[src/rtl/dbg_defs.svh]
`ifndef DBG_DEFS_SVH
`define DBG_DEFS_SVH

// stream and wishbone widths
`define DATA_W          32
`define CMD_W           32

// command word fields
`define OP_LSB          0
`define OP_MSB          3
`define CHAN_BIT        4
`define PAYLOAD_LSB     16
`define PAYLOAD_MSB     31

// status nibble, one per channel
`define ST_PAUSE        0
`define ST_DROP         1
`define ST_LOG          2
`define ST_INJ          3
`define ST_CHAN_STRIDE  4

`endif
[src/rtl/chan_pkg.sv]
package chan_pkg;

    // stream channel select, also the log tag
    typedef enum logic {
        chan_rdata = 1'b0,
        chan_wdata = 1'b1
    } chan_e;

endpackage

[src/rtl/cmd_pkg.sv]
package cmd_pkg;

    // host command opcodes, unlisted codes behave as nop
    typedef enum logic [3:0] {
        op_nop     = 4'd0,
        op_pause   = 4'd1,
        op_unpause = 4'd2,
        op_drop    = 4'd3,
        op_undrop  = 4'd4,
        op_log_on  = 4'd5,
        op_log_off = 4'd6,
        op_inject  = 4'd7
    } cmd_op_e;

    // wishbone slave handshake
    typedef enum logic {
        wb_idle = 1'b0,
        wb_ack  = 1'b1
    } wb_state_e;

endpackage

[src/rtl/axis_debug_top.sv]
`timescale 1ns/10ps
`include "dbg_defs.svh"

module axis_debug_top (
    input  logic               clk,
    input  logic               rst,
    // wishbone command port
    input  logic               wb_cyc,
    input  logic               wb_stb,
    input  logic               wb_we,
    input  logic [`CMD_W-1:0]  wb_dat_w,
    output logic               wb_ack,
    output logic [`CMD_W-1:0]  wb_dat_r,
    // rdata stream
    input  logic [`DATA_W-1:0] rd_in_data,
    input  logic               rd_in_valid,
    output logic               rd_in_ready,
    output logic [`DATA_W-1:0] rd_out_data,
    output logic               rd_out_valid,
    input  logic               rd_out_ready,
    // wdata stream
    input  logic [`DATA_W-1:0] wr_in_data,
    input  logic               wr_in_valid,
    output logic               wr_in_ready,
    output logic [`DATA_W-1:0] wr_out_data,
    output logic               wr_out_valid,
    input  logic               wr_out_ready,
    // shared log stream
    output logic [`DATA_W-1:0] log_data,
    output chan_pkg::chan_e    log_chan,
    output logic               log_valid,
    input  logic               log_ready
);

    logic [1:0]         pause;
    logic [1:0]         drop;
    logic [1:0]         log_en;
    logic [1:0]         inj_valid;
    logic [1:0]         inj_done;
    logic [`DATA_W-1:0] inj_data_rd;
    logic [`DATA_W-1:0] inj_data_wr;
    logic [1:0]         lbuf_valid;
    logic [1:0]         lbuf_ready;
    logic [`DATA_W-1:0] lbuf_data_rd;
    logic [`DATA_W-1:0] lbuf_data_wr;

    cmd_regs u_cmd (
        .clk         (clk),
        .rst         (rst),
        .wb_cyc      (wb_cyc),
        .wb_stb      (wb_stb),
        .wb_we       (wb_we),
        .wb_dat_w    (wb_dat_w),
        .inj_done    (inj_done),
        .wb_ack      (wb_ack),
        .wb_dat_r    (wb_dat_r),
        .pause       (pause),
        .drop        (drop),
        .log_en      (log_en),
        .inj_valid   (inj_valid),
        .inj_data_rd (inj_data_rd),
        .inj_data_wr (inj_data_wr)
    );

    stream_governor u_gov_rd (
        .clk        (clk),
        .rst        (rst),
        .in_data    (rd_in_data),
        .in_valid   (rd_in_valid),
        .in_ready   (rd_in_ready),
        .out_data   (rd_out_data),
        .out_valid  (rd_out_valid),
        .out_ready  (rd_out_ready),
        .pause      (pause[chan_pkg::chan_rdata]),
        .drop       (drop[chan_pkg::chan_rdata]),
        .log_en     (log_en[chan_pkg::chan_rdata]),
        .inj_valid  (inj_valid[chan_pkg::chan_rdata]),
        .inj_data   (inj_data_rd),
        .inj_done   (inj_done[chan_pkg::chan_rdata]),
        .lbuf_data  (lbuf_data_rd),
        .lbuf_valid (lbuf_valid[chan_pkg::chan_rdata]),
        .lbuf_ready (lbuf_ready[chan_pkg::chan_rdata])
    );

    stream_governor u_gov_wr (
        .clk        (clk),
        .rst        (rst),
        .in_data    (wr_in_data),
        .in_valid   (wr_in_valid),
        .in_ready   (wr_in_ready),
        .out_data   (wr_out_data),
        .out_valid  (wr_out_valid),
        .out_ready  (wr_out_ready),
        .pause      (pause[chan_pkg::chan_wdata]),
        .drop       (drop[chan_pkg::chan_wdata]),
        .log_en     (log_en[chan_pkg::chan_wdata]),
        .inj_valid  (inj_valid[chan_pkg::chan_wdata]),
        .inj_data   (inj_data_wr),
        .inj_done   (inj_done[chan_pkg::chan_wdata]),
        .lbuf_data  (lbuf_data_wr),
        .lbuf_valid (lbuf_valid[chan_pkg::chan_wdata]),
        .lbuf_ready (lbuf_ready[chan_pkg::chan_wdata])
    );

    log_arbiter u_log_arb (
        .clk          (clk),
        .rst          (rst),
        .lbuf_valid   (lbuf_valid),
        .lbuf_data_rd (lbuf_data_rd),
        .lbuf_data_wr (lbuf_data_wr),
        .lbuf_ready   (lbuf_ready),
        .log_data     (log_data),
        .log_chan     (log_chan),
        .log_valid    (log_valid),
        .log_ready    (log_ready)
    );

endmodule

[src/rtl/log_arbiter.sv]
`timescale 1ns/10ps
`include "dbg_defs.svh"

module log_arbiter (
    input  logic               clk,
    input  logic               rst,
    input  logic [1:0]         lbuf_valid,
    input  logic [`DATA_W-1:0] lbuf_data_rd,
    input  logic [`DATA_W-1:0] lbuf_data_wr,
    output logic [1:0]         lbuf_ready,
    output logic [`DATA_W-1:0] log_data,
    output chan_pkg::chan_e    log_chan,
    output logic               log_valid,
    input  logic               log_ready
);

    chan_pkg::chan_e prio;
    chan_pkg::chan_e hold_chan;
    chan_pkg::chan_e grant;
    logic            hold;

    // locked grant wins, otherwise favor prio on a tie
    always_comb begin
        if (hold) begin
            grant = hold_chan;
        end else if (lbuf_valid[prio]) begin
            grant = prio;
        end else begin
            grant = chan_pkg::chan_e'(~prio);
        end
    end

    assign log_valid = lbuf_valid[grant];
    assign log_chan  = grant;
    assign log_data  = (grant == chan_pkg::chan_rdata) ? lbuf_data_rd : lbuf_data_wr;

    always_comb begin
        lbuf_ready        = 2'b00;
        lbuf_ready[grant] = log_valid && log_ready;
    end

    // keep the offer stable under back-pressure
    always_ff @(posedge clk) begin
        if (!rst) begin
            hold      <= 1'b0;
            hold_chan <= chan_pkg::chan_rdata;
            prio      <= chan_pkg::chan_rdata;
        end else if (log_valid && log_ready) begin
            hold <= 1'b0;
            prio <= chan_pkg::chan_e'(~grant);
        end else if (log_valid) begin
            hold      <= 1'b1;
            hold_chan <= grant;
        end
    end

endmodule

[src/rtl/stream_governor.sv]
`timescale 1ns/10ps
`include "dbg_defs.svh"

module stream_governor (
    input  logic               clk,
    input  logic               rst,
    input  logic [`DATA_W-1:0] in_data,
    input  logic               in_valid,
    output logic               in_ready,
    output logic [`DATA_W-1:0] out_data,
    output logic               out_valid,
    input  logic               out_ready,
    input  logic               pause,
    input  logic               drop,
    input  logic               log_en,
    input  logic               inj_valid,
    input  logic [`DATA_W-1:0] inj_data,
    output logic               inj_done,
    output logic [`DATA_W-1:0] lbuf_data,
    output logic               lbuf_valid,
    input  logic               lbuf_ready
);

    logic log_space;
    logic accept;

    // logging needs an empty buffer before taking another beat
    assign log_space = !log_en || !lbuf_valid;
    assign accept    = in_valid && in_ready;

    ////////////////////////////////////////////////////////////
    // handshake priority: inject, pause, drop, pass
    ////////////////////////////////////////////////////////////

    always_comb begin
        out_data  = in_data;
        out_valid = 1'b0;
        in_ready  = 1'b0;
        inj_done  = 1'b0;
        if (inj_valid) begin
            // injected beat offered until the output takes it
            out_data  = inj_data;
            out_valid = 1'b1;
            inj_done  = out_ready;
        end else if (pause) begin
            out_valid = 1'b0;
            in_ready  = 1'b0;
        end else if (drop) begin
            // swallow input, only the log can hold us back
            in_ready = log_space;
        end else begin
            // gate both sides on log space so transfers stay paired
            out_valid = in_valid && log_space;
            in_ready  = out_ready && log_space;
        end
    end

    ////////////////////////////////////////////////////////////
    // one-beat log buffer
    ////////////////////////////////////////////////////////////

    always_ff @(posedge clk) begin
        if (!rst) begin
            lbuf_valid <= 1'b0;
        end else if (accept && log_en) begin
            lbuf_valid <= 1'b1;
        end else if (lbuf_ready) begin
            lbuf_valid <= 1'b0;
        end
    end

    // capture covers dropped beats too, never injected ones
    always_ff @(posedge clk) begin
        if (accept && log_en) begin
            lbuf_data <= in_data;
        end
    end

endmodule

[src/rtl/cmd_regs.sv]
`timescale 1ns/10ps
`include "dbg_defs.svh"

module cmd_regs (
    input  logic               clk,
    input  logic               rst,
    input  logic               wb_cyc,
    input  logic               wb_stb,
    input  logic               wb_we,
    input  logic [`CMD_W-1:0]  wb_dat_w,
    input  logic [1:0]         inj_done,
    output logic               wb_ack,
    output logic [`CMD_W-1:0]  wb_dat_r,
    output logic [1:0]         pause,
    output logic [1:0]         drop,
    output logic [1:0]         log_en,
    output logic [1:0]         inj_valid,
    output logic [`DATA_W-1:0] inj_data_rd,
    output logic [`DATA_W-1:0] inj_data_wr
);

    localparam int PAY_W = `PAYLOAD_MSB - `PAYLOAD_LSB + 1;

    cmd_pkg::wb_state_e wb_state;
    cmd_pkg::cmd_op_e   op;
    chan_pkg::chan_e    chan;
    logic               wr_req;
    logic               inj_take;
    logic [PAY_W-1:0]   payload;
    logic [`DATA_W-1:0] inj_data_q [2];

    ////////////////////////////////////////////////////////////
    // command decode
    ////////////////////////////////////////////////////////////

    assign op      = cmd_pkg::cmd_op_e'(wb_dat_w[`OP_MSB:`OP_LSB]);
    assign chan    = chan_pkg::chan_e'(wb_dat_w[`CHAN_BIT]);
    assign payload = wb_dat_w[`PAYLOAD_MSB:`PAYLOAD_LSB];

    // write acts on the same edge that raises ack
    assign wr_req   = (wb_state == cmd_pkg::wb_idle) && wb_cyc && wb_stb && wb_we;
    // a second inject while one is pending is ignored
    assign inj_take = wr_req && (op == cmd_pkg::op_inject) && !inj_valid[chan];

    // one-cycle ack, then back to idle
    always_ff @(posedge clk) begin
        if (!rst) begin
            wb_state <= cmd_pkg::wb_idle;
        end else begin
            case (wb_state)
                cmd_pkg::wb_idle: begin
                    if (wb_cyc && wb_stb) begin
                        wb_state <= cmd_pkg::wb_ack;
                    end
                end
                default: begin
                    wb_state <= cmd_pkg::wb_idle;
                end
            endcase
        end
    end

    assign wb_ack = (wb_state == cmd_pkg::wb_ack);

    ////////////////////////////////////////////////////////////
    // per-channel enables
    ////////////////////////////////////////////////////////////

    always_ff @(posedge clk) begin
        if (!rst) begin
            pause     <= 2'b00;
            drop      <= 2'b00;
            log_en    <= 2'b00;
            inj_valid <= 2'b00;
        end else begin
            // retire injection once the governor reports the transfer
            inj_valid <= inj_valid & ~inj_done;
            if (wr_req) begin
                case (op)
                    cmd_pkg::op_pause:   pause[chan]  <= 1'b1;
                    cmd_pkg::op_unpause: pause[chan]  <= 1'b0;
                    cmd_pkg::op_drop:    drop[chan]   <= 1'b1;
                    cmd_pkg::op_undrop:  drop[chan]   <= 1'b0;
                    cmd_pkg::op_log_on:  log_en[chan] <= 1'b1;
                    cmd_pkg::op_log_off: log_en[chan] <= 1'b0;
                    cmd_pkg::op_inject: begin
                        if (inj_take) begin
                            inj_valid[chan] <= 1'b1;
                        end
                    end
                    default: begin
                    end
                endcase
            end
        end
    end

    // injected payload, zero-extended
    always_ff @(posedge clk) begin
        if (inj_take) begin
            inj_data_q[chan] <= {{(`DATA_W - PAY_W){1'b0}}, payload};
        end
    end

    assign inj_data_rd = inj_data_q[chan_pkg::chan_rdata];
    assign inj_data_wr = inj_data_q[chan_pkg::chan_wdata];

    // status word from the live enables
    always_comb begin
        wb_dat_r = '0;
        for (int c = 0; c < 2; c++) begin
            wb_dat_r[c*`ST_CHAN_STRIDE + `ST_PAUSE] = pause[c];
            wb_dat_r[c*`ST_CHAN_STRIDE + `ST_DROP]  = drop[c];
            wb_dat_r[c*`ST_CHAN_STRIDE + `ST_LOG]   = log_en[c];
            wb_dat_r[c*`ST_CHAN_STRIDE + `ST_INJ]   = inj_valid[c];
        end
    end

endmodule

[config.mk]
export PLATFORM = sky130hd
export DESIGN_NAME = axis_debug_top
export DESIGN_NICKNAME = d
export VERILOG_FILES = /design/src/rtl/chan_pkg.sv /design/src/rtl/cmd_pkg.sv /design/src/rtl/axis_debug_top.sv /design/src/rtl/log_arbiter.sv /design/src/rtl/stream_governor.sv /design/src/rtl/cmd_regs.sv
export VERILOG_INCLUDE_DIRS = /design/src /design/src/rtl
export SDC_FILE = /design/constraint.sdc
export NUM_CORES = 1
export LEC_CHECK = 0
export ABC_AREA = 1
export BUFFER_PORTS_ARGS = -buffer_cell sky130_fd_sc_hd__clkbuf_2
export CELL_PAD_IN_SITES_DETAIL_PLACEMENT = 1
export CELL_PAD_IN_SITES_GLOBAL_PLACEMENT = 1
export CORE_MARGIN = 1.5
export CORE_UTILIZATION = 33
export DETAILED_ROUTE_END_ITERATION = 16
export GPL_TIMING_DRIVEN = 0
export HOLD_SLACK_MARGIN = 0.05
export PLACE_DENSITY_LB_ADDON = 0.1
export SYNTH_ARGS = -nofsm -noshare
export SYNTH_HDL_FRONTEND = slang
export SYNTH_SLANG_ARGS = --single-unit
[constraint.sdc]
create_clock -name clk -period 2.11 [get_ports clk]
set_input_delay 0.211 -clock clk [delete_from_list [all_inputs] [get_ports clk]]
set_output_delay 0.211 -clock clk [all_outputs]
set_load 0.02 [all_outputs]
# Word level (Yosys, flattened, before mapping)

Memories as Yosys holds them, arrays and structs flattened.
Cells that the tools add are included.

Add/subtract/negate cells: 0
Multipliers: 0
Divide/modulo/power cells: 0
Order comparisons: 5
Equality and inequality tests: 7
Shifts and indexed selects: 0
Muxes and demuxes: 42
Bitwise logic cells: 16
Reduce and logical (&&, ||, !) cells: 35

Operators by type and width:

| operator                                                                     | count |
|---|---|
| 32-bit two-way mux                                                           | 3 |
| 1-bit two-way mux                                                            | 31 |
| 1-bit logical AND                                                            | 17 |
| 4-bit by 3-bit equality test with 1-bit output, second input constant        | 4 |
| 2-bit one-hot mux with 2 select lines                                        | 3 |
| 2-bit bitwise AND                                                            | 5 |
| 2-bit nonzero test                                                           | 5 |
| 4-bit by 2-bit equality test with 1-bit output, second input constant        | 2 |
| 2-bit OR                                                                     | 4 |
| 2-bit AND reduction                                                          | 4 |
| 1-bit by 2-bit less-than comparator with 1-bit output, second input constant | 3 |
| 2-bit two-way mux                                                            | 3 |
| 1-bit logical NOT                                                            | 5 |
| 1-bit NOT                                                                    | 5 |
| 4-bit by 1-bit equality test with 1-bit output, second input constant        | 1 |
| 2-bit NOT                                                                    | 2 |
| 2-bit OR reduction                                                           | 2 |
| 1-bit demux with 1-bit select                                                | 2 |
| 1-bit greater-or-equal comparator, second input constant                     | 2 |
| 1-bit logical OR                                                             | 2 |

Bits in registers: 78
Latch bits: 0
RAM bits: 32
ROM bits: 0
Bits of input ports: 106
Output and inout bits: 135
Word-level logic and storage cells: 118
Memories: 1

Memory list:

| memory           | depth | width | read ports | clocked after Yosys merged registers in | wr ports | line           | RTL |
|---|---|---|---|---|---|---|---|
| u_cmd.inj_data_q | 2     | 16    | 2          | 0                                       | 1        | cmd_regs.sv:30 | `` logic [`DATA_W-1:0] inj_data_q [2]; `` |

# Longest topological paths before layout

Word-level depth: 11
Depth in mapped cells: 8
Gate-level depth less buffers: 7

# By module

Synthesis repeated with hierarchy kept, for this count alone.

Cell total of the unflattened synthesis: 632
Area total of the unflattened synthesis: 5,625.4 µm²

Modules (own cells, without submodules):

| module          | times used | cells an instance | area an instance (µm²) | seq. area each (µm²) |
|---|---|---|---|---|
| stream_governor | 2          | 155               | 1,507.7                | 980.9 |
| cmd_regs        | 1          | 185               | 1,995.7                | 1,141.1 |
| log_arbiter     | 1          | 137               | 614.3                  | 60.1 |

# Least setup slack after synthesis

No wires, ideal clock.

Kind: register to register
Start: reg u_cmd.inj_valid[1]
End: reg u_gov_wr.lbuf_data[0], enable pin
Setup time: 0.387 ns
Arrival: 1.907 ns
Data required time: 1.723 ns
Slack: -0.183 ns
Stages on the path, launching flop included: 5
Path buffers: 1
Period minus slack after synthesis: 2.293 ns
Cell sequence: dfxtp_1 > buf_6 > a211oi_1 > nand3_1 > inv_1

Cells in the longest elaborated chain, start to end: 3

Ends and longest elaborated chain:

| item                   | line                  | RTL |
|---|---|---|
| start, declared        | cmd_regs.sv:17        | `output logic [1:0] inj_valid,` |
| start signal, assigned | cmd_regs.sv:77        | `inj_valid <= inj_valid & ~inj_done;` |
| 1-bit two-way mux      | stream_governor.sv:40 | `if (inj_valid) begin` |
| net wr_in_ready        | axis_debug_top.sv:24  | `output logic wr_in_ready,` |
| 1-bit logical AND      | stream_governor.sv:29 | `assign accept = in_valid && in_ready;` |
| 1-bit logical AND      | stream_governor.sv:74 | `if (accept && log_en) begin` |
| end signal, assigned   | stream_governor.sv:75 | `lbuf_data <= in_data;` |
| end, declared          | stream_governor.sv:19 | `` output logic [`DATA_W-1:0] lbuf_data, `` |

The timed path passes the listed nets, and every way through them passes these cells.
A chain may end at the register's enable or synchronous reset.

# Worst setup path in the final report

Start: reg u_cmd.inj_valid[0]
End: out rd_out_data[21]

Cells in the longest elaborated chain, start to end: 1

Ends and longest elaborated chain:

| item               | line                  | RTL |
|---|---|---|
| 32-bit two-way mux | stream_governor.sv:40 |  |
| end, declared      | axis_debug_top.sv:18  | `` output logic [`DATA_W-1:0] rd_out_data, `` |

No other way between the ends.

==> results.txt <==
- The run finished with clean final reports.
* Area growth from synthesis to layout: 46.8%
- Total routing resource utilization after global routing: 20.7%
- Final setup skew: around 0.0097 ns
* Mapped Cells: approximately 530
- Total gr overflow: 0
- Synthesized area divided by synthesized cell count: 9.44 µm²
- Counting flops with a built-in enable in the synthesized netlist gives 96.
- After floorplanning, the core was divided into between 40 and 50 placement rows.
- CP Capture Type: output port
- The largest individual stage delay along the critical path comes from the cell sky130_fd_sc_hd__buf_1.
- In the final layout, the share of cells above drive strength 1 is about a third.
- Input/output buffers: 204
- In this design, the largest share of critical-path delay is due to buffers and inverters.
- In the routed design, unresolved DRC markers number 0.
- Entering global routing, the biggest net connects 33 pins.
* First DRT Iteration DRCs: 170
- Final HPWL from detailed placement: approximately 12 mm
* Yosys reg bits: 110
- Sorting the synthesized cells by how often they occur yields sky130_fd_sc_hd__nand2_1 (225), sky130_fd_sc_hd__edfxtp_1 (96), sky130_fd_sc_hd__inv_1 (53).
- Peak supply drop: ~0.46 mV
- For the worst setup path, the data arrival time is 1.76 ns.
- After synthesis the cells add up to 5020 µm².
- Post-CTS timing repair inserted 0 buffers for setup.
* H-tree depth: 3
* Number of diodes added for antenna fixing: 0
- RSZ-0062 raised after global routing: false
- Master cell of the clock root buffer: sky130_fd_sc_hd__clkbuf_16
- Fraction of synthesized cell area taken by the top area cell type: 57.4%
- Width of the chip: 126 µm
* Max-Slew Margin vs Limit: 52.6%
- The largest total area in the synthesized netlist belongs to sky130_fd_sc_hd__edfxtp_1.
* Most instantiated library cell after synthesis: sky130_fd_sc_hd__nand2_1
* Total count of max-transition violations in the final report: 0
- Layout filler cell count: about 1.8k
* Sink count of the clock tree: 110
- The tool flagged a number of max-cap violations equal to 0.
- The number of global-route vias before repair came to 4721.
* Required time of the critical path: 1.90 ns
- Chain of cells forming the critical path: buf_2 > buf_1 > nor2_1 > clkbuf_2
- Time the worst path needs with I/O delays and setup: about 2.0 ns
- After detailed routing, the average wire length per cell comes to 15.9 µm.
* Routability congestion estimate: 0.818
- Die Y: 126 µm
- P per Cell Area: 671 nW/µm²
- Layout net count: about 950
- Leakage power of the design: 3.61 nW
* Synth Flop Type: sky130_fd_sc_hd__edfxtp_1
- TritonCTS built the clock tree.
* Share of synthesized area occupied by flip-flops and latches: 63.0%
- In this run the remaining antenna-violating nets after routing total 0.
- For this run, the top clock speed supported by timing is 508 MHz.
- The netlist uses 25 different library cells.
- Count of buffering cells on the critical path with inverters included: 3
* Die area: 16000 µm²
* Core Region: 14700 µm²
* Synth top area cells: sky130_fd_sc_hd__edfxtp_1 (57%), sky130_fd_sc_hd__nand2_1 (17%), sky130_fd_sc_hd__dfxtp_1 (5.6%)
- PnR worst setup slack: 0.141 ns
- The worst setup path is launched from a flip-flop.
- The first global-routing pass estimated 25.0 mm of wire.
- First-pass detailed-route iteration total: 5
* Final hold violations: 0
* Class of the tightest hold or removal check: primary input to flip-flop
- Largest fanout on the critical path: 10
- Once the floorplan was initialized, standard cells occupied 34.2% of the core.
- The final layout contains routed wiring with a total length of 16.3 mm.
* TritonCTS Buffers: 9
- Setup violations remaining at the end of the flow were counted as 0.
* Final hold slack: 0.0629 ns
- At the pin with the least slew margin, the transition time is just over 0.7 ns.
* Delay of the slowest cell on the worst path: 0.53 ns
* Proportion of register bits with asynchronous set or reset after synthesis: 0%
- Critical path class: flip-flop to output port
- In the routed layout, each cell is associated on average with a via count of 4.43.
- At the later pin of the worst-skew pair, clock insertion delay measures 0.36 ns.
- In this run the deepest clock path goes through 2 buffers.
- The number of antenna violations at the first check in global routing came to 0.
- The routed layout has 4559 vias.
- Number of placed I/O pins: around 240
- Yosys printed 0 warnings.
- At the placement stage, the worst setup path has a slack of -0.0864 ns.
- Clock-pin slew was measured on the worst setup and hold paths at roughly 0.07 ns.
* Fin crit share: 93.3%
[worst paths after layout]
check / startpoint / slack, ns / cells after the start / end
hold reg to reg: u_log_arb.hold_chan / 0.50 / 2 / u_log_arb.hold_chan
setup / recovery: u_cmd.inj_valid[0] / 0.14 / 4 / rd_out_data[21]
hold / removal: rd_in_data[24] / 0.06 / 1 / u_gov_rd.lbuf_data[24]
setup reg to reg: u_cmd.inj_valid[0] / 0.15 / 6 / u_cmd.inj_data_q[1][15]
[kinds of logic after synthesis]
family	count (synthesis)	share of synthesized area, %
buffers and inverters	110	11.9
AOI/OAI and AO/OA	22	2.44
and+or+nand+nor	289	22.6
other	1	0.0746
DFF	110	63.0
[metrics by stage]
stage,area [µm²],TNS (ns),instances,power (mW),util (%)
floorplan,5110,0,555,2.84,-
global placement,6360,-7.67,943,3.13,43.3
detailed placement,6380,-1.12,944,3.14,43.4
CTS,7360,0,1027,5.00,50.1
global route,7370,0,1028,5.13,50.2
finish,7370,0,1028,4.95,50.2
[layer usage]
layer	global-route usage, %	share of wire, %	wire length (µm)	vias up
li1	-	-	-	2241
met1	23.5	41	6780	2133
met2	37.2	50	8170	166
met3	6.24	6.8	1100	19
met4	6.76	1.7	284	0
met5	0	0	0	-
[state kept, by name, indices dropped and copies added, names as in the netlist, named ones only]
register / cells
u_gov_rd.lbuf_data: 32
u_cmd.wb_ack: 1
u_log_arb.hold: 1
u_cmd.inj_data_q: 32
u_gov_wr.lbuf_data: 32
u_log_arb.hold_chan: 1
u_log_arb.prio: 1
u_cmd.inj_valid: 2
u_gov_rd.lbuf_valid: 1
u_gov_wr.lbuf_valid: 1
[what timing repair did]
action / in CTS / in global routing
cloned: 0 / 1
endpoints found under the hold margin: 83 / 0
hold buffers: 67 / 0
resized for setup: 2 / 5
endpoints found under the setup margin: 18 / 44
[cells in the final DEF, fill, tap and decap left out, drive strengths merged]
cell,Yosys,routed
nand2,226,226
clkbuf,3,217
edfxtp,96,96
dlygate4sd3,0,67
inv,57,57
buf,47,47
nor2,40,40
conb,1,24
nand3,17,17
dfxtp,14,14
a21oi,13,13
o21ai,6,6
clkinvlp,0,5
clkinv,3,5
nand4,4,4
a211oi,2,2
or2,1,1
nand3b,1,1
a21boi,1,1
bufinv,0,1
[cell type report]
type                            instances  area, µm²  share of cell area, %
Inverter                               60        243                   3.29
Clock inverter                          7       78.8                   1.07
Buffer                                 50        369                   5.01
Sequential cell                       110       3160                   42.9
Timing Repair Buffer                  272       1710                   23.1
Clock buffer                            9        225                   3.05
Multi-Input combinational cell        335       1350                   18.3
Timing Repair inverter                  1       7.51                  0.102
Tap cell                              184        230                   3.12
[report_power, final]
group / internal, mW / switching, mW / total (mW)
Clock: 0.937 / 0.821 / 1.76
Sequential: 2.36 / 0.00322 / 2.37
Combinational: 0.332 / 0.490 / 0.822
(Power assumes the default switching activity.)
